`config.mk`:
```
export PLATFORM = sky130hd
export DESIGN_NAME = word_deserializer
export DESIGN_NICKNAME = d
export VERILOG_FILES = /design/src/common/msdap_pkg.sv /design/src/verilog/word_deserializer.sv
export SDC_FILE = /design/constraint.sdc
export NUM_CORES = 1
export LEC_CHECK = 0
export BUFFER_PORTS_ARGS = -buffer_cell sky130_fd_sc_hd__buf_2
export CORE_AREA = 2 2 80 67
export CTS_BUF_LIST = sky130_fd_sc_hd__clkbuf_4
export CTS_CLUSTER_DIAMETER = 50
export DETAILED_ROUTE_END_ITERATION = 12
export DIE_AREA = 0 0 82 69
export GPL_TIMING_DRIVEN = 0
export HOLD_SLACK_MARGIN = 0.03
export PLACE_DENSITY = 0.75
export SYNTH_ARGS = -nofsm -noshare
export SYNTH_HDL_FRONTEND = slang
export SYNTH_SLANG_ARGS = --single-unit
```
`constraint.sdc`:
```
create_clock -name Sclk -period 2.5 [get_ports Sclk]
set_clock_uncertainty 0.2 [all_clocks]
set_input_delay 0.125 -clock Sclk [delete_from_list [all_inputs] [get_ports Sclk]]
set_output_delay 0.125 -clock Sclk [all_outputs]
set_load 0.02 [all_outputs]
```
`src/common/msdap_pkg.sv`:
```
package msdap_pkg;

	localparam int WORD_W = 16;
	localparam int ACC_W = 40;
	localparam int SAMPLE_LSB = 16;
	localparam int IDX_W = 8;

	// coefficient word layout
	typedef struct packed
	{
		logic [6:0] pad;
		logic neg;
		logic [IDX_W-1:0] idx;
	} coeff_fields_t;

	// one input word, read as sample/run length or as a coefficient
	typedef union packed
	{
		logic [WORD_W-1:0] raw;
		coeff_fields_t coeff;
	} msdap_word_u;

	typedef struct packed
	{
		msdap_word_u left;
		msdap_word_u right;
	} word_pair_t;

	// write strobes shared by both channels
	typedef struct packed
	{
		logic rj_we;
		logic coeff_we;
		logic sample_we;
	} load_cmd_t;

	typedef struct packed
	{
		logic clear;
		logic add;
		logic neg;
		logic shift;
	} acc_op_t;

endpackage
```
`src/verilog/word_deserializer.sv`:
```
`timescale 1ns/1ps

module word_deserializer
	import msdap_pkg::*;
(
	input  logic Sclk,
	input  logic rst_n,
	input  logic frame,
	input  logic input_l,
	input  logic input_r,
	output word_pair_t words,
	output logic word_valid
);

	localparam int BW = $clog2(WORD_W);

	logic [WORD_W-1:0] sh_l;
	logic [WORD_W-1:0] sh_r;
	logic [BW-1:0] bit_cnt;
	logic busy;

	always_ff @(posedge Sclk or negedge rst_n)
	begin
		if (!rst_n)
		begin
			sh_l <= '0;
			sh_r <= '0;
			bit_cnt <= '0;
			busy <= 1'b0;
			words <= '0;
			word_valid <= 1'b0;
		end
		else
		begin
			word_valid <= 1'b0;
			// frame always restarts the word, even mid-word
			if (frame)
			begin
				sh_l <= {sh_l[WORD_W-2:0], input_l};
				sh_r <= {sh_r[WORD_W-2:0], input_r};
				bit_cnt <= BW'(1);
				busy <= 1'b1;
			end
			else if (busy)
			begin
				sh_l <= {sh_l[WORD_W-2:0], input_l};
				sh_r <= {sh_r[WORD_W-2:0], input_r};
				bit_cnt <= bit_cnt + 1'b1;
				if (bit_cnt == BW'(WORD_W - 1))
				begin
					busy <= 1'b0;
					word_valid <= 1'b1;
					words.left.raw <= {sh_l[WORD_W-2:0], input_l};
					words.right.raw <= {sh_r[WORD_W-2:0], input_r};
				end
			end
		end
	end

endmodule

```
==> reports/metrics.yaml <==
setup_path:
  worstSetupStartpoint: "bit_cnt[0]"
  r2r_start: "bit_cnt[0]"
  crit_arrival_ns: 2.07
  cpMaxStageDelayCell: "nor3b_4"
  critPathKind: "flop to flop"
  cp_cell_sequence: "ha_1 > nand3_1 > nor3b_4 > buf_6 > mux2_2"
  cp_top_family: "simple AND/OR/NAND/NOR gates"
  worst_ep_required_time_ns: 2.58
  worst-path-buf-inv: 1
  cp_max_fo: 10
  worst_setup_path_end_kind: "flop"
  startpoint_type: "flop"
  slowest_delay_ns: 0.41
cts:
  clk_pin_slew_ns: 0.10
  cts_buffer_depth: 2
  clock_latency_ns: 0.40
  cts-root-buf: "clkbuf_4"
  h-tree-depth: 3
  cts_buffers: 9
  cts_setup_buffers: 0
  clock-sinks: 68
  cts_tree: "built"
route:
  drc: 0
  avgViaCountPerCell: 5.15
  routed_wl_um: 3870
  drt_iter0_markers: 25
  wl_per_cell_um: 14.3
  num_vias: 1395
  drtAntennaViolNets: 0
  dr.pass1.iters: 5
synth:
  synth_cell_types: 16
  synth_top_area_share_pct: 66.2
  synthCells: 153
  ys.warnings.count: 0
  synth_commonest_cells: "dfrtp_1 (68), mux2_2 (62), buf_2 (4), nor2_1 (4), buf_6 (3)"
  synth.area.top_cells: "dfrtp_1 (66%), mux2_2 (27%), buf_6 (1.3%)"
  ys_async_sr_fraction_pct: 100
  syn_nets: 159
  synth_seq_cells: 68
  ys_seq_area_share_pct: 66.2
  synth_area_leader_cell: "dfrtp_1"
  syn_area_per_cell_um2: 16.8
  synth.most_common_cell: "dfrtp_1"
  synth_ff_type: "dfrtp_1"
  netlist_area_um2: 2570
  synth_enable_flop_cells: 0
placed_design:
  dp_hpwl_um: 2680
  finalWeightedCongestion: 0.662
  dpl.cell_count: 251
  placed_area_um2: 2830
  port_buffers: 36
grt:
  grt_pass1_vias: 1432
  gr-usage-all-layers_pct: 15.8
  grt_busiest_layer: "met2"
  grt_pass1_wl_um: 6620
  overflow: 0
  grt_start_max_net_pins: 69
  grt_use_met3_pct: 8.38
  globalRouteMet2Util_pct: 25.1
  antenna_found_initial: 0
  met1_usage_pct: 18.5
timing:
  setup_violations: 0
  timing.final.crit_share_pct: 79.5
  period_minus_slack_ns: 1.99
  finalMaxSlewViolations: 0
  rsz0062_at_grt: "false"
  tns_ns: 0
  max-slew-margin-rel_pct: 45.6
  clock.fmax_ghz: 0.503
  worst_pin_slew_ns: 0.816
  hold_violations: 0
power:
  power.switching_mw: 0.437
  p_leak_nw: 1.51
  power.density_nw_per_um2: 628
  ir_drop_mv: 0.349
  p_int_mw: 1.43
  pwr-share-clk_pct: 30.3
  p_seq_share_pct: 63.1
  combPwrFrac_pct: 6.6
  p_sw_share_pct: 23.4
floorplan:
  die_h_um: 69
  initial_core_util_pct: 53.1
  num_rows: 23
  core_um2: 4830
  dieArea_um2: 5660
  die_w_um: 82
  ios: 38
final_layout:
  diodes: 0
  fin_cells: 271
  nets: 210
  areaGrowthSynthToFinish_pct: 15.8
  final_area_um2: 2980
  drive_above_1_share_pct: 56.9
  final_util_pct: 61.5
worst_hold_path:
  hold_class: "input pin to async pin"
job:
  maxCapViolCount: 0
outcome:
  status: "finished clean"
-- cell type report --
class	instances	area, um2
clock buffer	12	90.1
clock inverter	4	16.3
timing repair buffer	40	223
tap	62	77.6
buffer	8	57.6
sequential	68	1700
fill	378	1860
multi-input combinational	77	810
-- cells by family (layout without fill, tap and decap cells) --
family | after synthesis | count (layout) | synth area share [%]
DFF | 68 | 68 | 66.2
muxes | 63 | 63 | 27.6
and+or+nand+nor | 9 | 9 | 2.14
buffers and inverters | 8 | 64 | 2.24
xor gates and xnor gates | 3 | 3 | 1.02
adders and majority gates | 1 | 1 | 0.487
AOI/OAI and AO/OA | 1 | 1 | 0.292
-- placed cells by master, fill, tap and decap left out --
master         count
nor3b_4            1
buf_4              1
ha_1               1
nand4_1            1
nand2b_1           1
clkinv_2           1
clkbuf_4          12
nor2_1             4
buf_6              3
xor2_1             2
clkinv_1           3
dfrtp_1           68
nand2_1            1
mux2i_1            1
xnor2_1            1
mux2_2            62
a21o_1             1
buf_2             39
clkbuf_1           1
nand3_1            1
dlygate4sd3_1      4
-- routing by layer --
layer,vias to the layer above,routed length [um]
met1,703,1610
met2,41,1950
met5,-,0
met3,7,253
li1,644,-
met4,0,53
-- per-stage QoR --
stage	power, mW	hold slack (ns)	worst slack [ns]
floorplan	1.27	-0.371	0.676
global placement	1.31	0.170	0.547
detailed placement	1.32	0.180	0.490
CTS	1.90	0.277	0.488
global route	1.96	0.223	0.425
finish	1.87	0.159	0.513
-- worst reg2reg max path, stage by stage, from the launching register on --
cell     delay [ns]
dfrtp_1        0.39
ha_1           0.18
nand3_1        0.14
nor3b_4        0.41
buf_6          0.22
mux2_2         0.35
-- timing repair --
item                                   CTS  global route
hold buffers                             4             0
endpoints found under the hold margin   77             0
gates resized for setup                  0             0
-- sequential cells by signal (all words and copies together), names as in the netlist --
name and cells:
bit_cnt 4, sh_l 15, word_valid 1, words 32, busy 1, sh_r 15
-- path summary, 6_finish.rpt --
path                       slack, ns  depth (start not counted)   endpoint
min reg2reg                     0.31                          1  words[20]
min                             0.16                          2   sh_r[10]
min in group Sclk               0.31                          3    sh_l[0]
max                             0.51                          5  words[23]
max in group asynchronous       1.40                          2    sh_l[3]
max reg2reg                     0.51                          5  words[23]
-- power groups by stage --
stage	clock network [mW]	registers [mW]	logic [mW]
after CTS	0.594	1.18	0.126
after global placement	0	1.20	0.113
after global routing	0.639	1.19	0.136
after floorplan	0	1.21	0.0532
final	0.566	1.18	0.123
after detailed placement	0	1.20	0.121
(Power assumes the default switching activity.)
