[src/common/msdap_pkg.sv]
package msdap_pkg;

	localparam int WORD_W = 16;
	localparam int ACC_W = 40;
	localparam int SAMPLE_LSB = 16;
	localparam int IDX_W = 8;

	// coefficient word layout
	typedef struct packed
	{
		logic [6:0] pad;
		logic neg;
		logic [IDX_W-1:0] idx;
	} coeff_fields_t;

	// one input word, read as sample/run length or as a coefficient
	typedef union packed
	{
		logic [WORD_W-1:0] raw;
		coeff_fields_t coeff;
	} msdap_word_u;

	typedef struct packed
	{
		msdap_word_u left;
		msdap_word_u right;
	} word_pair_t;

	// write strobes shared by both channels
	typedef struct packed
	{
		logic rj_we;
		logic coeff_we;
		logic sample_we;
	} load_cmd_t;

	typedef struct packed
	{
		logic clear;
		logic add;
		logic neg;
		logic shift;
	} acc_op_t;

endpackage
[src/verilog/msdap_controller.sv]
`timescale 1ns/1ps

module msdap_controller
	import msdap_pkg::*;
#(
	parameter int NUM_RJ = 16,
	parameter int NUM_COEFF = 512,
	parameter int ZERO_RUN = 800
)
(
	input  logic Sclk,
	input  logic rst_n,
	input  word_pair_t words,
	input  logic word_valid,
	output load_cmd_t load_cmd,
	output logic start,
	output logic in_ready
);

	localparam int LW = $clog2(NUM_COEFF);
	localparam int ZW = $clog2(ZERO_RUN + 1);
	// cycles from word_valid until the channels raise done
	localparam int BUSY_CYC = NUM_COEFF + NUM_RJ + 2;
	localparam int KW = $clog2(BUSY_CYC + 1);

	typedef enum logic [1:0] {LOAD_RJ, LOAD_COEFF, RUN, SLEEP} phase_t;

	phase_t phase;
	logic [LW-1:0] load_cnt;
	logic [ZW-1:0] zl_cnt;
	logic [ZW-1:0] zr_cnt;
	logic [ZW-1:0] zl_next;
	logic [ZW-1:0] zr_next;
	logic sleep_now;
	logic [KW-1:0] busy_cnt;

	// zero runs including the current pair, saturating at ZERO_RUN
	always_comb
	begin
		if (words.left.raw != '0)
			zl_next = '0;
		else if (zl_cnt == ZW'(ZERO_RUN))
			zl_next = zl_cnt;
		else
			zl_next = zl_cnt + 1'b1;
		if (words.right.raw != '0)
			zr_next = '0;
		else if (zr_cnt == ZW'(ZERO_RUN))
			zr_next = zr_cnt;
		else
			zr_next = zr_cnt + 1'b1;
		sleep_now = (zl_next == ZW'(ZERO_RUN)) && (zr_next == ZW'(ZERO_RUN));
	end

	always_ff @(posedge Sclk or negedge rst_n)
	begin
		if (!rst_n)
		begin
			phase <= LOAD_RJ;
			load_cnt <= '0;
			zl_cnt <= '0;
			zr_cnt <= '0;
			load_cmd <= '0;
			start <= 1'b0;
			in_ready <= 1'b0;
			busy_cnt <= '0;
		end
		else
		begin
			in_ready <= 1'b1;
			load_cmd <= '0;
			start <= 1'b0;
			if (busy_cnt != '0)
				busy_cnt <= busy_cnt - 1'b1;
			if (word_valid)
			begin
				case (phase)
					LOAD_RJ:
					begin
						load_cmd.rj_we <= 1'b1;
						if (load_cnt == LW'(NUM_RJ - 1))
						begin
							phase <= LOAD_COEFF;
							load_cnt <= '0;
						end
						else
							load_cnt <= load_cnt + 1'b1;
					end
					LOAD_COEFF:
					begin
						load_cmd.coeff_we <= 1'b1;
						if (load_cnt == LW'(NUM_COEFF - 1))
						begin
							phase <= RUN;
							load_cnt <= '0;
						end
						else
							load_cnt <= load_cnt + 1'b1;
					end
					default:
					begin
						// sleeping pairs still go into the history
						load_cmd.sample_we <= 1'b1;
						zl_cnt <= zl_next;
						zr_cnt <= zr_next;
						if (sleep_now)
							phase <= SLEEP;
						else
						begin
							phase <= RUN;
							start <= 1'b1;
							busy_cnt <= KW'(BUSY_CYC);
						end
					end
				endcase
			end
		end
	end

	a_no_overrun: assert property (@(posedge Sclk) disable iff (!rst_n)
		word_valid |-> busy_cnt == '0)
		else $error("input word arrived during a computation");

endmodule

[config.mk]
export PLATFORM = sky130hd
export DESIGN_NAME = msdap_controller
export DESIGN_NICKNAME = d
export VERILOG_FILES = /design/src/common/msdap_pkg.sv /design/src/verilog/msdap_controller.sv
export SDC_FILE = /design/constraint.sdc
export NUM_CORES = 1
export LEC_CHECK = 0
export ABC_AREA = 1
export BUFFER_PORTS_ARGS = -buffer_cell sky130_fd_sc_hd__buf_4
export CORE_ASPECT_RATIO = 0.8
export CORE_MARGIN = 1
export CORE_UTILIZATION = 60
export CTS_CLUSTER_DIAMETER = 150
export DETAILED_ROUTE_END_ITERATION = 10
export PLACE_DENSITY_LB_ADDON = 0.2
export SLEW_MARGIN = 15
export SYNTH_ARGS = -nofsm -noshare
export SYNTH_HDL_FRONTEND = slang
export SYNTH_SLANG_ARGS = --single-unit
[constraint.sdc]
create_clock -name Sclk -period 4.8 [get_ports Sclk]
set_input_delay 0.24 -clock Sclk [delete_from_list [all_inputs] [get_ports Sclk]]
set_output_delay 0.24 -clock Sclk [all_outputs]
set_load 0.05 [all_outputs]
==> impl_metrics.json <==
{
  "grtUsageMet2_pct": 45.6,
  "p_leak_nw": 1.32,
  "hold_path_class": "in2reg",
  "wirelength_mm": 5.24,
  "num_rows": 19,
  "syn_avg_cell_area_sq_um": 6.81,
  "rsz0062_at_grt": "no",
  "worst_pin_slew_ps": 589,
  "critPathKind": "reg2reg",
  "antenna_found_initial": 0,
  "fmax_mhz": 495,
  "power_mw": 0.788,
  "vias_per_cell": 5.43,
  "seq_area_frac_synth_pct": 39.6,
  "layout_min_cycle_time_ps": 2020,
  "first_iter_violations": 218,
  "p_int_mw": 0.528,
  "maxCapViolCount": 0,
  "clockBufferDepth": 2,
  "synthCells": 334,
  "antenna_left": 0,
  "gp_congestion": 0.930,
  "worst_slack_ps": 2780,
  "grt_pass1_wl_mm": 8.88,
  "final_nets": 419,
  "synth_top_area_cell": "dfrtp_1",
  "die_h_um": 57.1,
  "cts_buffers": 5,
  "diodes": 0,
  "violations": "DRC",
  "dp_slack_ps": 2840,
  "setup_viol": 0,
  "syn_nets": 375,
  "switching_share_pct": 33.1,
  "cp-start-kind": "flop",
  "track_usage_pct": 28.1,
  "ios": 40,
  "arrival_ps": 2180,
  "cp-end-kind": "flop",
  "grt_pass1_vias": 2086,
  "clkLatencyLatePin_ps": 290,
  "path_max_fanout": 6,
  "post_drt_wl_per_cell_um": 12.4,
  "tritoncts": "built",
  "start_util_pct": 64.7,
  "cts_setup_buffers": 0,
  "status": "finished with violations",
  "syn_area_sq_um": 2270,
  "h-tree-depth": 2,
  "drive_gt1_share_pct": 16.4,
  "finalMaxSlewViolations": 0,
  "crit_required_ps": 4950,
  "cellPowerDensity_nw_per_um2": 291,
  "tns_ps": 0,
  "met3_usage_pct": 4.95,
  "top_usage_layer": "met2",
  "relSlewSlack_pct": 60.7,
  "period_share_pct": 42.1,
  "synth_top_area_share_pct": 39.6,
  "dr.pass1.iters": 8,
  "synth.yosys.warnings": 0,
  "chipWidth_um": 70.8,
  "final_hold_viol_count": 0,
  "die_area_sq_um": 4040,
  "p_sw_mw": 0.260,
  "power_frac_seq_pct": 50.2,
  "clockPowerShare_pct": 27.0,
  "p_comb_share_pct": 22.8,
  "ir_drop_mv": 0.270,
  "io_buffer_count": 39,
  "drc": 4,
  "syn_to_final_growth_pct": 19.0,
  "cts_sinks": 36,
  "coreArea_sq_um": 3520,
  "ys_seq_elements": 36,
  "ctsRootBufferMaster": "clkbuf_8",
  "grt_max_degree": 37,
  "met1_usage_pct": 39.6,
  "clkTransAtPathRegs_ps": 80,
  "hpwl_mm": 4.00,
  "num_vias": 2284,
  "overflow": 0,
  "skew_ps": 6.72,
  "synth.distinct_cells": 25,
  "yosys-top-cells-area": "dfrtp_1, nand2_1, nor2_1, inv_1, nand3_1"
}
final cells by class:
cell class              instances  area, sq um
multi-input cells             248         1190
well taps                      42         52.6
clock inverters                 3         18.8
clock buffers                   5         68.8
inverters                      47          176
flip-flops and latches         36          901
repair buffers                 40          303
fillers                       271          812
placed cells by master (no fill, tap or decap), types with 6 or more instances in the layout:
master / instances
nand2_1: 83
nor2_1: 56
a21oi_1: 9
nand4_1: 7
inv_1: 43
o21ai_0: 24
dfrtp_1: 36
buf_4: 39
ha_1: 6
nand3_1: 31
metrics by stage:
stage               utilization [%]  hold WS (ps)  cells  area, sq um
floorplan                         -         -55.6    334         2270
global route                   76.9           166    421         2710
CTS                            76.9           163    421         2710
finish                         76.9           168    421         2710
detailed placement             74.1           224    412         2610
global placement               74.1           225    412         2610
metal layers:
metal / part of all wire (%) / wire length [um]
met5: 0 / 0
met4: 1.2 / 65
met3: 7.7 / 402
met2: 44 / 2290
met1: 47 / 2480
final timing paths:
| check | start | end | slack [ps] | cells past startpoint |
|---|---|---|---|---|
| worst max-delay path | load_cnt[0] | load_cnt[2] | 2780 | 9 |
| worst min-delay path | word_valid | phase[1] | 170 | 2 |
| worst max register to register | load_cnt[0] | load_cnt[2] | 2780 | 9 |
| worst min register to register | load_cnt[8] | load_cnt[8] | 540 | 2 |
| max in group asynchronous | rst_n | load_cnt[0] | 4020 | 2 |
| min in group asynchronous | rst_n | zr_cnt[3] | 450 | 2 |
sequential cells by signal, indices dropped and copies added (netlist names):
signal and count:
start 1, phase 2, zl_cnt 10, in_ready 1, load_cmd 3, load_cnt 9
zr_cnt 10
Yosys cell counts (all sizes together):
cell and count:
nand2 85, clkbuf 3, nor4 1, dfrtp 36, nor3b 2, ha 6
nor2 63, conb 1, nor3 5, o21bai 1, a21oi 9, nand4 7
a211oi 1, o21ai 26, o22ai 4, xor2 5, inv 47, nand3 32
power by group through the flow:
| stage | registers (mW) | clock network, mW | logic, mW |
|---|---|---|---|
| 6_report | 0.396 | 0.213 | 0.180 |
| 5_1_grt | 0.402 | 0.230 | 0.206 |
| 4_1_cts | 0.394 | 0.216 | 0.179 |
| 3_5_place_dp | 0.400 | 0 | 0.177 |
| 3_3_place_gp | 0.397 | 0 | 0.171 |
| 2_1_floorplan | 0.393 | 0 | 0.120 |
timing repair:
action	in CTS	in global routing
hold buffers	1	0
gates resized for setup	0	0
endpoints found under the hold margin	36	0
worst max-delay path: stages (launching register included):
cell and delay, ps:
dfrtp_1 360, ha_1 170, nand3_1 120, nor4_1 210
ha_1 190, inv_1 50, o21ai_0 190, inv_1 110
nor2_1 380, nor3b_1 100
logic make-up after synthesis:
kind of cell | after synthesis | synth area share, %
AND/OR/NAND/NOR | 195 | 37.3
buffers and inverters | 50 | 8.25
AO/OA/AOI/OAI | 41 | 9.46
flip-flops | 36 | 39.6
adder cells (fa/ha/maj) | 6 | 3.30
XOR/XNOR | 5 | 1.93
other | 1 | 0.165
Note: power is estimated with default switching activity, not from simulation.
