--- src/common/msdap_pkg.sv ---
package msdap_pkg;

	localparam int WORD_W = 16;
	localparam int ACC_W = 40;
	localparam int SAMPLE_LSB = 16;
	localparam int IDX_W = 8;

	// coefficient word layout
	typedef struct packed
	{
		logic [6:0] pad;
		logic neg;
		logic [IDX_W-1:0] idx;
	} coeff_fields_t;

	// one input word, read as sample/run length or as a coefficient
	typedef union packed
	{
		logic [WORD_W-1:0] raw;
		coeff_fields_t coeff;
	} msdap_word_u;

	typedef struct packed
	{
		msdap_word_u left;
		msdap_word_u right;
	} word_pair_t;

	// write strobes shared by both channels
	typedef struct packed
	{
		logic rj_we;
		logic coeff_we;
		logic sample_we;
	} load_cmd_t;

	typedef struct packed
	{
		logic clear;
		logic add;
		logic neg;
		logic shift;
	} acc_op_t;

endpackage
--- src/verilog/result_serializer.sv ---
`timescale 1ns/1ps

module result_serializer
	import msdap_pkg::*;
(
	input  logic Sclk,
	input  logic rst_n,
	input  logic [ACC_W-1:0] result_l,
	input  logic [ACC_W-1:0] result_r,
	input  logic done_l,
	input  logic done_r,
	output logic out_ready,
	output logic output_l,
	output logic output_r
);

	localparam int CNT_W = $clog2(ACC_W);

	logic [ACC_W-1:0] sh_l;
	logic [ACC_W-1:0] sh_r;
	logic [CNT_W-1:0] bits_left;

	always_ff @(posedge Sclk or negedge rst_n)
	begin
		if (!rst_n)
		begin
			sh_l <= '0;
			sh_r <= '0;
			bits_left <= '0;
			out_ready <= 1'b0;
			output_l <= 1'b0;
			output_r <= 1'b0;
		end
		else if (done_l || done_r)
		begin
			// MSB goes out right away
			out_ready <= 1'b1;
			output_l <= result_l[ACC_W-1];
			output_r <= result_r[ACC_W-1];
			sh_l <= {result_l[ACC_W-2:0], 1'b0};
			sh_r <= {result_r[ACC_W-2:0], 1'b0};
			bits_left <= CNT_W'(ACC_W - 1);
		end
		else if (bits_left != '0)
		begin
			output_l <= sh_l[ACC_W-1];
			output_r <= sh_r[ACC_W-1];
			sh_l <= {sh_l[ACC_W-2:0], 1'b0};
			sh_r <= {sh_r[ACC_W-2:0], 1'b0};
			bits_left <= bits_left - 1'b1;
		end
		else
		begin
			out_ready <= 1'b0;
			output_l <= 1'b0;
			output_r <= 1'b0;
		end
	end

	// both channels run identical group lengths
	a_done_sync: assert property (@(posedge Sclk) disable iff (!rst_n)
		done_l == done_r)
		else $error("left and right done pulses differ");

endmodule

--- config.mk ---
export PLATFORM = sky130hd
export DESIGN_NAME = result_serializer
export DESIGN_NICKNAME = d
export VERILOG_FILES = /design/src/common/msdap_pkg.sv /design/src/verilog/result_serializer.sv
export SDC_FILE = /design/constraint.sdc
export NUM_CORES = 1
export LEC_CHECK = 0
export ABC_AREA = 0
export ABC_CLOCK_PERIOD_IN_PS = 1800
export BUFFER_PORTS_ARGS = -buffer_cell sky130_fd_sc_hd__buf_4
export CAP_MARGIN = 40
export CORE_MARGIN = 2
export CORE_UTILIZATION = 51
export CTS_BUF_LIST = sky130_fd_sc_hd__clkbuf_4
export DETAILED_ROUTE_END_ITERATION = 10
export PLACE_DENSITY_LB_ADDON = 0.12
export SLEW_MARGIN = 25
export SYNTH_ARGS = -nofsm -noshare
export SYNTH_HDL_FRONTEND = slang
export SYNTH_SLANG_ARGS = --single-unit
--- constraint.sdc ---
create_clock -name Sclk -period 1.8 [get_ports Sclk]
set_input_delay 0.36 -clock Sclk [delete_from_list [all_inputs] [get_ports Sclk]]
set_output_delay 0.36 -clock Sclk [all_outputs]
set_load 0.02 [all_outputs]
==> results of run 1 <==
-- registers in the layout (all words and copies together), names as in the netlist --
signal and count:
bits_left 6, out_ready 1, output_r 1, sh_l 39, output_l 1, sh_r 39
-- cells in the mapped netlist (2+ instances only) --
master and instances:
or3_1 3, o21ai_1 3, a31oi_1 73, buf_2 7, o31ai_1 2, clkbuf_1 42
dfrtp_1 87, buf_6 2, nor2_1 75, nand3_1 2, nand4_1 3, ha_1 2
o21ai_0 76, inv_1 3, a21oi_1 75, nor3_1 3, o211ai_1 3, nand2_1 12
-- per-stage QoR --
| stage | cell area, sq um | power [mW] | hold WS [ns] |
|---|---|---|---|
| 3_5_place_dp | 5010 | 2.75 | 0.361 |
| 4_1_cts | 5150 | 3.80 | 0.131 |
| 6_report | 5150 | 3.77 | 0.152 |
| 3_3_place_gp | 5010 | 2.74 | 0.361 |
| 2_1_floorplan | 4180 | 2.47 | 0.0644 |
| 5_1_grt | 5150 | 3.98 | 0.150 |
-- worst paths after layout --
check                                   from  slack (ns)  depth (start not counted)            to
worst max-delay path            bits_left[3]        0.11                          4      sh_l[12]
worst min-delay path             result_r[0]        0.15                          3       sh_r[1]
worst max register to register  bits_left[3]        0.11                          4      sh_l[12]
worst min register to register     out_ready        0.50                          1     out_ready
max in group asynchronous              rst_n        0.83                          3  bits_left[2]
min in group asynchronous              rst_n        0.43                          2      sh_r[28]
-- cell families (layout without fill, tap and decap cells) --
| logic type | Yosys count | in the layout | synth area share |
|---|---|---|---|
| flops | 87 | 87 | 0.521 |
| simple gates | 104 | 104 | 0.103 |
| xor+xnor | 1 | 1 | 0.00209 |
| fa+ha+maj | 2 | 2 | 0.00598 |
| buf+inv | 55 | 132 | 0.0560 |
| compound gates | 236 | 236 | 0.312 |
-- worst max-delay path: stages (launching register included) --
cell and delay (ns):
dfrtp_1 0.40, or3_2 0.60, buf_4 0.26, o21ai_0 0.22
a21oi_1 0.10
-- metal layers --
layer | wire (um) | share of wire
met1 | 4770 | 0.46
met2 | 4970 | 0.48
met3 | 474 | 0.046
met4 | 145 | 0.014
met5 | 0 | 0
-- power groups by stage --
stage / clock [mW] / sequential (mW) / combinational [mW]
floorplan: 0 / 2.20 / 0.273
global placement: 0 / 2.21 / 0.530
detailed placement: 0 / 2.21 / 0.541
CTS: 1.08 / 2.18 / 0.546
global route: 1.17 / 2.20 / 0.612
finish: 1.06 / 2.18 / 0.538
-- repair_timing --
item	4_1_cts	5_1_grt
endpoints found under the hold margin	34	0
hold buffers	1	0
resized for setup	0	0
endpoints found under the setup margin	0	0
-- area by class of cell --
class                           instances  area [sq um]  share of cell area
Sequential cell                        87          2180               0.423
Clock buffer                           10          75.1              0.0146
Inverter                                3          11.3             0.00219
Multi-Input combinational cell        343          1800               0.349
Clock inverter                          5          50.0             0.00972
Timing Repair Buffer                  114           908               0.176
Tap cell                              105           131              0.0255
==> flow_summary.yaml, run 1 <==
min_path:
  hold_class: "in -> reg"
cts:
  cts_max_path_buffers: 2
  clkLatencyLatePin_ns: 0.42
  cts_tree: "built"
  path_clk_slew_ns: 0.13
  cts_buffers: 9
  htree_levels: 3
  cts_setup_buffers: 0
  root_buffer: "clkbuf_4"
  cts_sinks: 87
synthesis:
  synth.largest_area_cell: "dfrtp_1"
  postSynthCellCount: 485
  syn_area_per_cell_sq_um: 8.62
  syn_area_sq_um: 4180
  syn-num-nets: 571
  yosysSeqAreaShare: 0.521
  ys_async_sr_fraction: 1.00
  synth.top_cell.area_share: 0.521
  ys_types: 30
  synth_edf_count: 0
  synthFlopType: "dfrtp_1"
  synth_seq_cells: 87
  yosys-top-cells-area: "dfrtp_1 (52%), a31oi_1 (11%), o21ai_0 (9.1%)"
  yosys_warnings: 0
detailed_routing:
  routedWlPerCell_um: 15.5
  vias_per_cell: 5.93
  vias: 3958
  first_pass_iters: 5
  detail-route-antenna-nets: 0
  drc: 0
  drt_wl_total_mm: 10.4
  first_iter_violations: 236
global_route:
  grt_pass1_vias: 3785
  grt_pass1_wl_mm: 17.5
  track_usage: 0.244
  antenna_found_initial: 0
  grt_use_met2: 0.389
  grtUsageMet1: 0.348
  grt_overflow: 0
  busiest_layer: "met2"
  grt_max_degree: 63
  met3_usage: 0.0359
die:
  die_w_um: 94.6
  start_util: 0.517
  die_height_um: 94.6
  design.die.area_sq_um: 8940
  row_count: 33
  pin_count: 87
  core_sq_um: 8090
pwr:
  power.density_nw_per_um2: 733
  sequentialPowerShare: 0.577
  p_leak_nw: 2.19
  clkPwrFrac: 0.281
  switching_share: 0.260
  p_comb_frac: 0.143
  ir_worst_vdd_uv: 376
  p_int_mw: 2.79
  p_switching_mw: 0.979
critical_path:
  crit_type: "reg -> reg"
  setup.worst_path.end_class: "register"
  cp.required_ns: 2.10
  worst_setup_path_start_kind: "register"
  cp_max_fo: 23
  worstPathArrival_ns: 2.00
timing:
  timing.setup.tns_ns: 0
  hold_viol: 0
  tightestPinTransition_ns: 0.508
  slew_viol_final: 0
  fmax_ghz: 0.590
  skew_ns: 0.0128
  slew_headroom: 0.661
  finalCritPeriodShare: 0.942
  rsz0062_at_grt: "false"
  setup_ws_ns: 0.105
  setup_violations: 0
  min_period_ns: 1.69
placement:
  dp_slack_ns: 0.125
  dp_hpwl_mm: 6.84
  portBuffers: 86
  gp_congestion: 0.799
  placedCellCount: 651
finish:
  fin_nets: 644
  area_growth_pct: 23.1
  fin_util: 0.636
  drive_gt1_frac: 0.240
  layout.cells.most_common: "buf_4"
  fin_cells: 667
  layout_common_cells: "buf_4 (109), dfrtp_1 (87), o21ai_0 (76)"
  fill_cells: 719
  antenna_cells: 0
run_status:
  outcome: "finished clean"
flow_run:
  maxCapViolCount: 0
No activity file was read; power rests on OpenSTA's default activity.
==> run 2, diff against run 1 <==
--- a/config.mk
+++ b/config.mk
@@ -5,12 +5,12 @@
 export SDC_FILE = /design/constraint.sdc
 export NUM_CORES = 1
 export LEC_CHECK = 0
-export ABC_AREA = 0
+export ABC_AREA = 1
 export ABC_CLOCK_PERIOD_IN_PS = 1800
 export BUFFER_PORTS_ARGS = -buffer_cell sky130_fd_sc_hd__buf_4
 export CAP_MARGIN = 40
 export CORE_MARGIN = 2
-export CORE_UTILIZATION = 51
+export CORE_UTILIZATION = 42
 export CTS_BUF_LIST = sky130_fd_sc_hd__clkbuf_4
 export DETAILED_ROUTE_END_ITERATION = 10
 export PLACE_DENSITY_LB_ADDON = 0.12
==> run 2 against run 1 <==
  * Clock power grew 15%
  * Sequential power hardly changed
  * Via count increased by 3.4%
  * Highest routed layer unchanged
==> flow_summary.yaml, run 2 <==
run_status:
  outcome: "finished clean"
placement:
  gp_congestion: 0.743
  portBuffers: 86
  placedCellCount: 831
  dp_hpwl_mm: 6.49
  dp_slack_ns: 0.232
timing:
  slew_headroom: 0.699
  min_period_ns: 1.56
  tightestPinTransition_ns: 0.451
  setup_violations: 0
  rsz0062_at_grt: "false"
  skew_ns: 0.0207
  hold_viol: 0
  finalCritPeriodShare: 0.868
  slew_viol_final: 0
  setup_ws_ns: 0.238
  fmax_ghz: 0.640
  timing.setup.tns_ns: 0
pwr:
  ir_worst_vdd_uv: 378
  power.density_nw_per_um2: 756
  p_leak_nw: 3.03
  p_total_mw: 4.07
detailed_routing:
  detail-route-antenna-nets: 0
  routedWlPerCell_um: 11.8
  vias: 4092
  drt_wl_total_mm: 9.99
  first_iter_violations: 251
  vias_per_cell: 4.84
  first_pass_iters: 4
  drc: 0
global_route:
  grt_pass1_vias: 3897
  grt_overflow: 0
  grt_max_degree: 74
  antenna_found_initial: 0
  track_usage: 0.186
  grt_pass1_wl_mm: 17.5
synthesis:
  yosysSeqAreaShare: 0.488
  synth_edf_count: 0
  synth.largest_area_cell: "dfrtp_1"
  syn_area_per_cell_sq_um: 7.01
  synth.top_cell.area_share: 0.488
  yosys-top-cells-area: "dfrtp_1 (49%), nand2_1 (34%), nand3_1 (9.2%)"
  synth_common_cells: "nand2_1 (399), dfrtp_1 (87), nand3_1 (82)"
  yosys_warnings: 0
  synthFlopType: "dfrtp_1"
  syn_area_sq_um: 4460
  synth_seq_cells: 87
  ys_types: 19
  syn-num-nets: 723
  synth.most_common_cell: "nand2_1"
  postSynthCellCount: 637
  ys_async_sr_fraction: 1.00
cts:
  postCtsHoldBufs: 1
  cts_tree: "built"
  cts_max_path_buffers: 2
  cts_sinks: 87
  ctsResizeCount: 0
  htree_levels: 3
  root_buffer: "clkbuf_4"
  cts_buffers: 9
  cts_setup_buffers: 0
  clkLatencyLatePin_ns: 0.43
  path_clk_slew_ns: 0.13
critical_path:
  crit_type: "reg -> reg"
  worst_setup_path_start_kind: "register"
  cp.required_ns: 2.12
  cp_max_fo: 42
  setup.worst_path.end_class: "register"
  worstPathArrival_ns: 1.88
die:
  start_util: 0.432
  die_height_um: 107
  design.die.area_sq_um: 11500
  die_w_um: 107
  pin_count: 87
  core_sq_um: 10300
  row_count: 37
finish:
  fill_cells: 1040
  fin_nets: 793
  layout_common_cells: "nand2_1 (399), buf_4 (96), dfrtp_1 (87)"
  fin_cells: 846
  layout.cells.most_common: "nand2_1"
  reg_top3: "sh_l (39), sh_r (39), bits_left (6)"
  antenna_cells: 0
  drive_gt1_frac: 0.168
  area_growth_pct: 20.4
min_path:
  hold_class: "in -> reg"
flow_run:
  maxCapViolCount: 0
## run 2: cell types whose count changed in the layout (fill, tap and decap cells not counted), sizes merged, moves of 4 or more
cell    delta
nand3     +80
nor2      -70
a31oi     -73
nand2    +388
o211ai     -4
o21ai     -74
buf       -13
inv        +5
a21oi     -75
## run 2: worst paths after layout
check / start / slack (ns) / end / cells past startpoint
hold reg to reg: bits_left[0] / 0.49 / bits_left[0] / 2
setup / recovery: bits_left[1] / 0.24 / sh_r[32] / 8
min in group asynchronous: rst_n / 0.39 / sh_r[38] / 2
max in group asynchronous: rst_n / 0.86 / sh_r[16] / 3
setup reg to reg: bits_left[1] / 0.24 / sh_r[32] / 8
hold / removal: result_l[39] / 0.13 / output_l / 3
## run 2: layer usage
layer  vias up  track usage  share of wire  wire length (um)
met5         -            0              0                 0
met4         0       0.0566         0.0089                89
met3         8       0.0316          0.043               432
met2        86        0.297           0.45              4480
met1      1890        0.260           0.50              4990
li1       2108            -              -                 -
## run 2: power by group
group | internal, mW | switching [mW] | leakage [nW]
Clock | 0.563 | 0.659 | 0.0783
Combinational | 0.291 | 0.349 | 1.92
Sequential | 2.12 | 0.0882 | 1.03
Total | 2.97 | 1.10 | 3.03
## run 2: worst max-delay path, cell delays in order (launching register included)
cell	delay, ns
dfrtp_1	0.42
inv_1	0.09
ha_1	0.17
nand2_1	0.09
nor2_4	0.18
nand2_2	0.07
buf_4	0.26
nand2_1	0.11
nand2_1	0.06
## run 2: area by class of cell
class / count / area, sq um / area share
clock buffer: 10 / 75.1 / 0.0140
clock inverter: 4 / 72.6 / 0.0135
inverter: 8 / 30.0 / 0.00559
multi-input combinational: 500 / 2040 / 0.379
sequential: 87 / 2180 / 0.405
tap: 136 / 170 / 0.0317
timing repair buffer: 101 / 811 / 0.151
## run 2: cell families after synthesis
logic type	after synthesis	share of synthesized area
fa+ha+maj	2	0.00560
simple gates	491	0.442
xor+xnor	2	0.00392
buf+inv	50	0.0555
flops	87	0.488
compound gates	5	0.00560
## run 2: metrics by stage
step	cell area (sq um)	hold WS [ns]	util
finish	5380	0.127	0.521
global route	5380	0.106	0.521
CTS	5380	0.113	0.521
detailed placement	5220	0.338	0.505
global placement	5220	0.340	0.505
floorplan	4460	0.0644	-
==> run 3, diff against run 2 <==
--- a/config.mk
+++ b/config.mk
@@ -5,7 +5,6 @@
 export SDC_FILE = /design/constraint.sdc
 export NUM_CORES = 1
 export LEC_CHECK = 0
-export ABC_AREA = 1
 export ABC_CLOCK_PERIOD_IN_PS = 1800
 export BUFFER_PORTS_ARGS = -buffer_cell sky130_fd_sc_hd__buf_4
 export CAP_MARGIN = 40
==> run 3 against run 2 <==
  * Hold slack better by 0.025 ns
  * Highest routed layer unchanged
  * Final cell count shrank 18%
  * Critical path type unchanged
  * Via count shrank 4.3%
  * Core utilization grew 1.6 points
  * Flip-flop and latch count unchanged
  * Die area fell by 6.1%
  * Count of clock-buffer cells in the layout increased by 1
==> flow_summary.yaml, run 3 (synthesis gave the netlist of run 1 again) <==
run_status:
  outcome: "finished clean"
timing:
  setup_ws_ns: 0.111
  skew_ns: 0.0152
  hold_viol: 0
  timing.hold.ws_ns: 0.152
  tightestPinTransition_ns: 0.464
  slew_viol_final: 0
  slew_headroom: 0.691
  timing.setup.tns_ns: 0
  min_period_ns: 1.69
  finalCritPeriodShare: 0.938
  setup_violations: 0
  fmax_ghz: 0.592
  rsz0062_at_grt: "false"
detailed_routing:
  vias_per_cell: 5.65
  first_pass_iters: 4
  vias: 3917
  drt_wl_total_mm: 10.9
  drc: 0
  first_iter_violations: 188
  routedWlPerCell_um: 15.7
  detail-route-antenna-nets: 0
global_route:
  grt_overflow: 0
  grt_pass1_wl_mm: 18.4
  antenna_found_initial: 0
  grt_max_degree: 88
  grt_pass1_vias: 3820
  track_usage: 0.207
die:
  design.die.area_sq_um: 10800
  die_height_um: 104
  die_w_um: 104
  core_sq_um: 9730
  row_count: 36
  start_util: 0.430
  pin_count: 87
finish:
  reg_top3: "sh_l (39), sh_r (39), bits_left (6)"
  antenna_cells: 0
  multiInputGateArea_sq_um: 1800
  area_growth_pct: 24.8
  layout_common_cells: "buf_4 (100), dfrtp_1 (87), o21ai_0 (75), a21oi_1 (75), nor2_1 (74)"
  final-seq-area_sq_um: 2180
  layout.cells.most_common: "buf_4"
  drive_gt1_frac: 0.238
  fin_util: 0.537
  fin_nets: 641
  fill_cells: 943
cts:
  cts_tree: "built"
  cts_max_path_buffers: 2
  cts_buffers: 9
  root_buffer: "clkbuf_4"
  cts_sinks: 87
  clkLatencyLatePin_ns: 0.43
  path_clk_slew_ns: 0.13
  htree_levels: 3
critical_path:
  worstPathArrival_ns: 1.99
  worst_setup_path_start_kind: "register"
  cp_max_fo: 38
  crit_type: "reg -> reg"
  cp.required_ns: 2.10
  setup.worst_path.end_class: "register"
pwr:
  power.density_nw_per_um2: 701
  p_total_mw: 3.66
  ir_worst_vdd_uv: 307
  p_leak_nw: 2.20
placement:
  dp_hpwl_mm: 6.64
  dp_slack_ns: 0.114
  gp_congestion: 0.821
  portBuffers: 86
min_path:
  hold_class: "in -> reg"
flow_run:
  maxCapViolCount: 0
-- run 3: cell types whose count changed in the layout (fill, tap and decap cells not counted), sizes merged, moves of 9 or more --
| cell | change |
|---|---|
| a21oi | +75 |
| a31oi | +73 |
| buf | +9 |
| nand2 | -388 |
| nand3 | -80 |
| nor2 | +70 |
| o21ai | +74 |
-- run 3: critical path, cell delays in order (launching register included) --
cell,delay [ns]
dfrtp_1,0.45
or3_2,0.50
buf_4,0.29
nor3_1,0.21
o21ai_0,0.11
-- run 3: cell type report --
class	count	share of cell area
flip-flops and latches	87	0.417
multi-input cells	343	0.345
repair buffers	111	0.183
well taps	133	0.0319
clock buffers	11	0.0158
clock inverters	5	0.00479
inverters	3	0.00216
-- run 3: metal layers --
metal  share of wire  wire, um  vias to the layer above  track usage
met1            0.46      5000                     1900        0.280
met5               0         0                        -            0
li1                -         -                     1890            -
met3           0.056       604                        4       0.0554
met2            0.48      5190                      123        0.338
met4          0.0063        68                        0       0.0425
-- run 3: power by group --
part | internal [mW] | leakage, nW | switching (mW)
logic | 0.263 | 1.15 | 0.267
registers | 2.10 | 0.986 | 0.0745
clock network | 0.303 | 0.0617 | 0.648
-- run 3: worst paths after layout --
| kind | endpoint | slack (ns) | depth (start not counted) | from |
|---|---|---|---|---|
| max in group asynchronous | sh_l[34] | 0.94 | 3 | rst_n |
| worst min-delay path | sh_r[1] | 0.15 | 3 | result_r[0] |
| worst min register to register | sh_l[35] | 0.53 | 2 | sh_l[34] |
| worst max register to register | bits_left[1] | 0.11 | 4 | bits_left[4] |
| min in group asynchronous | sh_r[31] | 0.49 | 3 | rst_n |
| worst max-delay path | bits_left[1] | 0.11 | 4 | bits_left[4] |
-- run 3: through the flow --
step,instances,area (sq um)
6_report,693,5220
5_1_grt,693,5220
4_1_cts,690,5160
3_5_place_dp,673,5040
3_3_place_gp,673,5040
2_1_floorplan,485,4180
-- run 3: what timing repair did --
| item | CTS | global route |
|---|---|---|
| endpoints found under the setup margin | 0 | 16 |
| buffers inserted | 0 | 2 |
| hold buffers | 1 | 0 |
| hold endpoints to repair | 87 | 0 |
| resized for setup | 0 | 6 |
